==> config.mk <==
export PLATFORM = sky130hd
export DESIGN_NAME = lsu_searcher_top
export DESIGN_NICKNAME = d
export VERILOG_FILES = /design/src/verilog/lsu_pkg.sv /design/src/verilog/lsu_searcher_top.sv /design/src/verilog/order_failure_detector.sv /design/src/verilog/load_queue.sv /design/src/verilog/store_queue.sv /design/src/verilog/age_comparator.sv
export SDC_FILE = /design/constraint.sdc
export NUM_CORES = 1
export LEC_CHECK = 0
export BUFFER_PORTS_ARGS = -buffer_cell sky130_fd_sc_hd__buf_2
export CELL_PAD_IN_SITES_DETAIL_PLACEMENT = 2
export CELL_PAD_IN_SITES_GLOBAL_PLACEMENT = 2
export CORE_MARGIN = 2
export CORE_UTILIZATION = 47
export CTS_CLUSTER_DIAMETER = 150
export CTS_CLUSTER_SIZE = 25
export DETAILED_ROUTE_END_ITERATION = 7
export HOLD_SLACK_MARGIN = 0.05
export PLACE_DENSITY = 0.82
export SKIP_LAST_GASP = 1
export SLEW_MARGIN = 20
export SYNTH_ARGS = -nofsm -noshare
export SYNTH_HDL_FRONTEND = slang
export SYNTH_HIERARCHICAL = 1
export SYNTH_SLANG_ARGS = --single-unit
export TNS_END_PERCENT = 20
==> constraint.sdc <==
create_clock -name clk -period 4.1 [get_ports clk]
set_input_delay 0.615 -clock clk [delete_from_list [all_inputs] [get_ports clk]]
set_output_delay 0.615 -clock clk [all_outputs]
set_load 0.02 [all_outputs]
==> src/verilog/lsu_pkg.sv <==
// shared sizes, index types and queue entry layouts, imported by every lsu searcher block
package lsu_pkg;

	// ring depths, both powers of two so indices wrap naturally
	localparam int LDQ_SIZE = 8;
	localparam int STQ_SIZE = 8;

	// index into the load ring
	typedef logic [$clog2(LDQ_SIZE)-1:0] ldq_idx_t;

	// index into the store ring
	typedef logic [$clog2(STQ_SIZE)-1:0] stq_idx_t;

	// physical address as seen by the searcher
	typedef logic [31:0] addr_t;

	// one load queue slot
	typedef struct packed {
		// slot holds a live load
		logic valid;
		// load has produced and broadcast its data
		logic succeeded;
		// address the load read from
		addr_t address;
		// one bit per older store still in flight when the load was allocated
		logic [STQ_SIZE-1:0] store_mask;
		// data came from the store queue instead of the cache
		logic forward_stq_data;
		// store that supplied the forwarded data
		stq_idx_t forward_stq_index;
	} load_queue_entry;

	// one store queue slot, data and byte mask not modelled
	typedef struct packed {
		logic valid;
		addr_t address;
	} store_queue_entry;

endpackage
==> src/verilog/lsu_searcher_top.sv <==
// lsu searcher top level, joins store queue, load queue and order failure detector
`timescale 1ns/1ps

module lsu_searcher_top
	import lsu_pkg::*; (
	input logic clk,
	input logic rst_n,
	input logic st_alloc,
	input addr_t st_addr,
	input logic st_commit,
	input logic ld_alloc,
	input addr_t ld_addr,
	input logic ld_exec,
	input ldq_idx_t ld_exec_index,
	input logic ld_fwd,
	input stq_idx_t ld_fwd_index,
	input logic ld_retire,
	output logic st_full,
	output logic ld_full,
	output ldq_idx_t ld_alloc_index,
	// flush request, also fed back so flagged loads replay
	output logic [LDQ_SIZE-1:0] order_failures
);

	store_queue_entry [STQ_SIZE-1:0] store_queue_entries;
	load_queue_entry [LDQ_SIZE-1:0] load_queue_entries;
	stq_idx_t stq_head;
	logic [STQ_SIZE-1:0] stq_valid_mask;
	logic stq_commit;
	stq_idx_t stq_commit_index;

	store_queue store_queue_i (
		.clk(clk),
		.rst_n(rst_n),
		.st_alloc(st_alloc),
		.st_addr(st_addr),
		.st_commit(st_commit),
		.store_queue_entries(store_queue_entries),
		.stq_head(stq_head),
		.stq_valid_mask(stq_valid_mask),
		.stq_commit(stq_commit),
		.stq_commit_index(stq_commit_index),
		.st_full(st_full)
	);

	load_queue load_queue_i (
		.clk(clk),
		.rst_n(rst_n),
		.ld_alloc(ld_alloc),
		.ld_addr(ld_addr),
		.ld_exec(ld_exec),
		.ld_exec_index(ld_exec_index),
		.ld_fwd(ld_fwd),
		.ld_fwd_index(ld_fwd_index),
		.ld_retire(ld_retire),
		.stq_valid_mask(stq_valid_mask),
		.stq_commit(stq_commit),
		.stq_commit_index(stq_commit_index),
		.order_failures(order_failures),
		.load_queue_entries(load_queue_entries),
		.ld_alloc_index(ld_alloc_index),
		.ld_full(ld_full)
	);

	order_failure_detector order_failure_detector_i (
		.clk(clk),
		.rst_n(rst_n),
		.load_queue_entries(load_queue_entries),
		.store_queue_entries(store_queue_entries),
		.stq_head(stq_head),
		.stq_commit(stq_commit),
		.stq_commit_index(stq_commit_index),
		.order_failures(order_failures)
	);

endmodule

==> src/verilog/order_failure_detector.sv <==
// searches the load queue on every store commit and flags loads that read stale data
`timescale 1ns/1ps

module order_failure_detector
	import lsu_pkg::*; (
	input logic clk,
	input logic rst_n,
	input load_queue_entry [LDQ_SIZE-1:0] load_queue_entries,
	input store_queue_entry [STQ_SIZE-1:0] store_queue_entries,
	// reference point for the age compare
	input stq_idx_t stq_head,
	// high only when stq_commit_index really commits this cycle
	input logic stq_commit,
	input stq_idx_t stq_commit_index,
	// one cycle after the commit, one bit per load to replay
	output logic [LDQ_SIZE-1:0] order_failures
);

	logic [LDQ_SIZE-1:0] fwd_older;
	logic [LDQ_SIZE-1:0] ld_valid;
	logic [LDQ_SIZE-1:0] fail_next;
	addr_t commit_addr;

	// one compare per load, b older than a means the forward came from before the commit
	for (genvar g = 0; g < LDQ_SIZE; g++) begin : g_age
		age_comparator #(
			.N($bits(stq_idx_t))
		) age_comparator_i (
			.head(stq_head),
			.a(stq_commit_index),
			.b(load_queue_entries[g].forward_stq_index),
			.result(fwd_older[g])
		);
	end

	assign commit_addr = store_queue_entries[stq_commit_index].address;

	always_comb begin
		for (int i = 0; i < LDQ_SIZE; i++) begin
			ld_valid[i] = load_queue_entries[i].valid;
			// younger load with data, same address, not fed by this store or a younger one
			fail_next[i] = stq_commit
				&& ld_valid[i]
				&& load_queue_entries[i].succeeded
				&& load_queue_entries[i].store_mask[stq_commit_index]
				&& (load_queue_entries[i].address == commit_addr)
				&& (!load_queue_entries[i].forward_stq_data || fwd_older[i]);
		end
	end

	// mask registered so the load queue sees it one cycle later
	always_ff @(posedge clk or negedge rst_n) begin
		if (!rst_n) begin
			order_failures <= '0;
		end else begin
			order_failures <= fail_next;
		end
	end

	// a flagged load must have been live when the search ran
	a_fail_on_valid_load: assert property (
		@(posedge clk) disable iff (!rst_n)
		(order_failures & ~$past(ld_valid)) == '0
	) else $error("order failure flagged for a load that was not valid");

endmodule

==> src/verilog/load_queue.sv <==
// load ring that tracks execution, forwarding and the older store snapshot of each load
`timescale 1ns/1ps

module load_queue
	import lsu_pkg::*; (
	input logic clk,
	input logic rst_n,
	// new load at the tail
	input logic ld_alloc,
	input addr_t ld_addr,
	// load finished, with or without store forwarding
	input logic ld_exec,
	input ldq_idx_t ld_exec_index,
	input logic ld_fwd,
	input stq_idx_t ld_fwd_index,
	// free the oldest load
	input logic ld_retire,
	// store queue state for snapshots and mask cleanup
	input logic [STQ_SIZE-1:0] stq_valid_mask,
	input logic stq_commit,
	input stq_idx_t stq_commit_index,
	// loads to replay, from the detector
	input logic [LDQ_SIZE-1:0] order_failures,
	output load_queue_entry [LDQ_SIZE-1:0] load_queue_entries,
	output ldq_idx_t ld_alloc_index,
	output logic ld_full
);

	localparam int CNT_W = $clog2(LDQ_SIZE) + 1;

	ldq_idx_t head;
	ldq_idx_t tail;
	logic [CNT_W-1:0] count;

	logic [LDQ_SIZE-1:0] valid;
	logic [LDQ_SIZE-1:0] succeeded;
	logic [LDQ_SIZE-1:0] fwd_data;
	logic [STQ_SIZE-1:0] store_mask [LDQ_SIZE];
	addr_t address [LDQ_SIZE];
	stq_idx_t fwd_index [LDQ_SIZE];

	// bit of the store leaving the queue this cycle
	logic [STQ_SIZE-1:0] commit_bit;

	assign commit_bit = stq_commit ? (STQ_SIZE'(1) << stq_commit_index) : '0;
	assign ld_alloc_index = tail;
	assign ld_full = (count == CNT_W'(LDQ_SIZE));

	always_ff @(posedge clk or negedge rst_n) begin
		if (!rst_n) begin
			head <= '0;
			tail <= '0;
			count <= '0;
			valid <= '0;
			succeeded <= '0;
			fwd_data <= '0;
			for (int i = 0; i < LDQ_SIZE; i++) begin
				store_mask[i] <= '0;
			end
		end else begin
			// committed store is no longer older than anything
			for (int i = 0; i < LDQ_SIZE; i++) begin
				store_mask[i] <= store_mask[i] & ~commit_bit;
			end
			// flagged loads must replay
			succeeded <= succeeded & ~order_failures;
			if (ld_retire) begin
				valid[head] <= 1'b0;
				succeeded[head] <= 1'b0;
				head <= head + ldq_idx_t'(1);
			end
			// snapshot excludes a store committing in the same cycle
			if (ld_alloc) begin
				valid[tail] <= 1'b1;
				succeeded[tail] <= 1'b0;
				fwd_data[tail] <= 1'b0;
				store_mask[tail] <= stq_valid_mask & ~commit_bit;
				tail <= tail + ldq_idx_t'(1);
			end
			// a fresh execution overrides a failure landing in the same cycle
			if (ld_exec) begin
				succeeded[ld_exec_index] <= 1'b1;
				fwd_data[ld_exec_index] <= ld_fwd;
			end
			count <= count + CNT_W'(ld_alloc) - CNT_W'(ld_retire);
		end
	end

	// payload fields, ignored while the slot is invalid
	always_ff @(posedge clk) begin
		if (ld_alloc) begin
			address[tail] <= ld_addr;
		end
		if (ld_exec) begin
			fwd_index[ld_exec_index] <= ld_fwd_index;
		end
	end

	always_comb begin
		for (int i = 0; i < LDQ_SIZE; i++) begin
			load_queue_entries[i].valid = valid[i];
			load_queue_entries[i].succeeded = succeeded[i];
			load_queue_entries[i].address = address[i];
			load_queue_entries[i].store_mask = store_mask[i];
			load_queue_entries[i].forward_stq_data = fwd_data[i];
			load_queue_entries[i].forward_stq_index = fwd_index[i];
		end
	end

	// execution reports must refer to a live load
	a_exec_valid_entry: assert property (
		@(posedge clk) disable iff (!rst_n)
		ld_exec |-> valid[ld_exec_index]
	) else $error("load executed on an invalid load queue entry");

	a_no_alloc_when_full: assert property (
		@(posedge clk) disable iff (!rst_n)
		ld_alloc |-> !ld_full
	) else $error("load allocated while the load queue is full");

	a_no_retire_when_empty: assert property (
		@(posedge clk) disable iff (!rst_n)
		ld_retire |-> (count != '0)
	) else $error("load retired while the load queue is empty");

endmodule

==> src/verilog/store_queue.sv <==
// store address ring, allocates at the tail and commits from the head for the searcher
`timescale 1ns/1ps

module store_queue
	import lsu_pkg::*; (
	input logic clk,
	input logic rst_n,
	// allocate a new store at the tail
	input logic st_alloc,
	input addr_t st_addr,
	// retire the store at the head
	input logic st_commit,
	output store_queue_entry [STQ_SIZE-1:0] store_queue_entries,
	output stq_idx_t stq_head,
	// live slots, used by the load queue for its snapshot
	output logic [STQ_SIZE-1:0] stq_valid_mask,
	// qualified commit strobe and the slot that commits
	output logic stq_commit,
	output stq_idx_t stq_commit_index,
	output logic st_full
);

	// one extra bit so a full ring is distinct from an empty one
	localparam int CNT_W = $clog2(STQ_SIZE) + 1;

	stq_idx_t head;
	stq_idx_t tail;
	logic [CNT_W-1:0] count;
	logic empty;

	logic [STQ_SIZE-1:0] valid;
	addr_t address [STQ_SIZE];

	assign empty = (count == '0);
	assign st_full = (count == CNT_W'(STQ_SIZE));

	// commit only counts when something is there to commit
	assign stq_commit = st_commit && !empty;
	assign stq_commit_index = head;
	assign stq_head = head;
	assign stq_valid_mask = valid;

	// pointers, occupancy and valid bits
	always_ff @(posedge clk or negedge rst_n) begin
		if (!rst_n) begin
			head <= '0;
			tail <= '0;
			count <= '0;
			valid <= '0;
		end else begin
			// head slot is freed at the edge closing the commit cycle
			if (stq_commit) begin
				valid[head] <= 1'b0;
				head <= head + stq_idx_t'(1);
			end
			// tail never equals head here unless the ring is empty
			if (st_alloc) begin
				valid[tail] <= 1'b1;
				tail <= tail + stq_idx_t'(1);
			end
			count <= count + CNT_W'(st_alloc) - CNT_W'(stq_commit);
		end
	end

	// address payload, only meaningful while valid
	always_ff @(posedge clk) begin
		if (st_alloc) begin
			address[tail] <= st_addr;
		end
	end

	// pack the slots for the detector
	always_comb begin
		for (int i = 0; i < STQ_SIZE; i++) begin
			store_queue_entries[i].valid = valid[i];
			store_queue_entries[i].address = address[i];
		end
	end

	// no back-pressure, the issuing side must respect full and empty
	a_no_alloc_when_full: assert property (
		@(posedge clk) disable iff (!rst_n)
		st_alloc |-> !st_full
	) else $error("store allocated while the store queue is full");

	a_no_commit_when_empty: assert property (
		@(posedge clk) disable iff (!rst_n)
		st_commit |-> !empty
	) else $error("store commit requested while the store queue is empty");

endmodule

==> src/verilog/age_comparator.sv <==
// ring age compare, tells the detector whether one index is older than another
`timescale 1ns/1ps

module age_comparator #(
	// index width, ring size is 2**N
	parameter int N = 3
) (
	// oldest live slot of the ring
	input logic [N-1:0] head,
	input logic [N-1:0] a,
	input logic [N-1:0] b,
	// high when b is strictly older than a
	output logic result
);

	// distance of each index from the head, wraps modulo 2**N
	logic [N-1:0] dist_a;
	logic [N-1:0] dist_b;

	always_comb begin
		dist_a = a - head;
		dist_b = b - head;
	end

	// smaller distance means closer to the head, so older
	assign result = (dist_b < dist_a);

endmodule

==> results.tsv <==
metric	value	unit
status	complete, no violations	
placedCellCount	2645	
rsz0062_at_grt	true	
final_cells	2702	
drt-initial-drc-count	1428	
period_share	99.7	%
ys_seq_area_share	66.6	%
drc	0	
htree_levels	1	
share_comb_of_total_power	47.4	%
clkPwrFrac	14.3	%
cts_made_buffers	30	
crit_type	flop to flop	
ir_drop	0.000444	V
dieArea	63300	µm²
grt_antenna_before_repair	7	
dpl-instance-area	30400	µm²
p_int	14.7	mW
chipWidth	252	µm
areaGrowthSynthToFinish	8.81	%
pwr-share-seq	38.3	%
whs	0.232	ns
cp_max_fo	34	
r2r_start	store_queue_i/stq_commit_index[0]$_DFFE_PN0P_	
vias	16604	
finalHoldViolCount	0	
ff_latch_area	19200	µm²
drive_above_1_share	16.9	%
clock-root-buffer	clkbuf_16	
power_density	806	nW/µm²
synth_flop_cell	edfxtp_1	
stdcell_area	31400	µm²
setup_viol	0	
syn_avg_cell_area	16.3	µm²
maxCapViolCount	0	
grt_max_degree	77	
grt_pass1_wl	135	mm
finalClockSkew	0.0316	ns
min-delay-start	st_alloc	
gp_congestion	0.829	
r2r-end	order_failure_detector_i/order_failures[1]$_DFF_PN0_	
power_leakage	10.9	nW
diodes	0	
cts_sinks	660	
hpwl	63.9	mm
slew_violations	0	
die_h	252	µm
pin_count	91	
hp-class	primary input to flop	
port-buffer-count	90	
layout_common_cells	536 x edfxtp_1, 195 x xnor2_1, 121 x dfrtp_1, 116 x nand2_1, 102 x xor2_1	
synthCells	1763	
core	60500	µm²
netSwitchingFraction	41.9	%
worstSetupStartpoint	store_queue_i/stq_commit_index[0]$_DFFE_PN0P_	
clock_path_buffers	3	
first_pass_iters	4	
grt_usage	30.1	%
wl_per_cell	34.9	µm
start_kind	flop	
rrSetupSlack	0.01	ns
whs_path_depth	2	
nFillCells	5374	
worst_pin_slew	1.16	ns
synthArstFlopShare	18.8	%
synth-edff-count	536	
ant_nets	0	
fin_crit	4.09	ns
synth.distinct_cells	64	
synth-seq-cells	660	
multi_input_area	8950	µm²
grt_pass1_vias	18271	
endpoint_kind	flop	
fin_tns_setup	0	ns
syn_area	28800	µm²
vias_per_cell	6.15	
initial_core_util	47.7	%
p_switching	10.6	mW
overflow	0	
ys_warn_count	6	
clock.fmax	0.245	GHz
post_cts.repair.setup_buffers	0	
totalWireLength	94.2	mm
layout_commonest_cell	edfxtp_1	
slew-limit-headroom	22.5	%
tritoncts	done	
insertion_delay	0.64	ns
final_nets	2038	
critical_path.endpoint	order_failure_detector_i/order_failures[1]$_DFF_PN0_	
worstPathArrival	4.63	ns
required	4.65	ns
synth_fp_nets	1905	
final_util	51.9	%
clk_pin_slew	0.10	ns
std_cell_rows	90	
reg2reg_depth	9	
## power groups by stage
| stage | clock network [mW] | registers, mW | logic, mW |
|---|---|---|---|
| 2_1_floorplan | 0 | 9.16 | 7.89 |
| 3_3_place_gp | 0 | 9.56 | 10.7 |
| 3_5_place_dp | 0 | 9.77 | 11.6 |
| 4_1_cts | 3.68 | 9.66 | 11.9 |
| 5_1_grt | 3.85 | 9.77 | 12.7 |
| 6_report | 3.62 | 9.67 | 12.0 |
## cell families (layout without fill, tap and decap cells)
logic type,after synthesis,count (layout),synth area share (%)
simple gates,328,328,5.98
mux,150,150,9.53
fa+ha+maj,64,64,3.25
buf+inv,141,298,2.59
flops,660,660,66.6
compound gates,122,122,2.97
xor+xnor,298,298,9.08
## worst min-delay path by stage
stage / to / slack (ns)
floorplan: load_queue_i/count[0]$_DFF_PN0_ / 0.32
global placement: load_queue_i/valid[2]$_DFF_PN0_ / 0.46
detailed placement: load_queue_i/fwd_data[1]$_DFF_PN0_ / 0.50
CTS: store_queue_i/tail[0]$_DFFE_PN0P_ / 0.21
global route: store_queue_i/tail[0]$_DFFE_PN0P_ / 0.24
finish: store_queue_i/tail[0]$_DFFE_PN0P_ / 0.23
## sequential cells by signal, indices dropped and copies added (netlist names), 4 cells and up
name,cells
store_queue_i/address,256
store_queue_i/count,4
load_queue_i/fwd_data,8
load_queue_i/valid,8
load_queue_i/load_queue_entries,64
load_queue_i/succeeded,8
store_queue_i/stq_valid_mask,8
load_queue_i/address,256
load_queue_i/fwd_index,24
load_queue_i/count,4
order_failure_detector_i/order_failures,8
## area by class of cell
cell class | count | area share, %
multi-input cells | 962 | 28.5
clock buffers | 55 | 2.76
well taps | 782 | 3.12
repair buffers | 161 | 3.28
clock inverters | 1 | 0.0519
inverters | 81 | 0.985
flip-flops and latches | 660 | 61.3
## cell usage after synthesis (16+ instances only)
| master | number | area [µm²] |
|---|---|---|
| mux2i_1 | 52 | 521 |
| inv_1 | 76 | 285 |
| xor2_1 | 102 | 893 |
| mux2i_4 | 25 | 563 |
| fa_1 | 18 | 360 |
| nand4_1 | 28 | 175 |
| dfrtp_1 | 124 | 3100 |
| nor4_1 | 45 | 282 |
| nor2_1 | 48 | 180 |
| a21oi_1 | 36 | 180 |
| ha_1 | 46 | 576 |
| mux4_2 | 49 | 1100 |
| edfxtp_1 | 536 | 16100 |
| xnor2_1 | 195 | 1710 |
| o21ai_0 | 16 | 80.1 |
| a21oi_2 | 16 | 140 |
| nand3_1 | 18 | 90.1 |
| nand2_1 | 116 | 435 |
| mux4_1 | 19 | 499 |
| buf_4 | 19 | 143 |
| nand2b_1 | 26 | 163 |
## stage by stage
step	power (mW)	worst slack, ns
6_report	25.3	0.0142
5_1_grt	26.3	-0.0654
4_1_cts	25.2	-0.0389
3_5_place_dp	21.4	-0.133
3_3_place_gp	20.3	0.322
2_1_floorplan	17.1	0.656
## worst max-delay path, stage by stage, from the launching register on
cell     delay, ns
dfrtp_4       0.59
buf_12        0.30
buf_4         0.30
mux4_1        0.63
mux2i_4       0.34
xor2_1        0.47
nand4_1       0.21
nor4_1        0.52
nand3_1       0.30
nor3_1        0.27
## metal layers
metal,vias up,wire (µm),GRT usage (%)
met3,227,5560,5.04
met1,8983,36500,37.7
met2,628,47100,51.5
li1,6756,-,-
met4,10,4960,13.7
met5,-,71,0
## timing repair
item | in CTS | in global routing
gates resized for setup | 1 | 1
endpoints found under the setup margin | 2 | 3
hold endpoints to repair | 74 | 0
hold buffers | 1 | 0
pin swaps | 0 | 0
(Power assumes the default switching activity.)
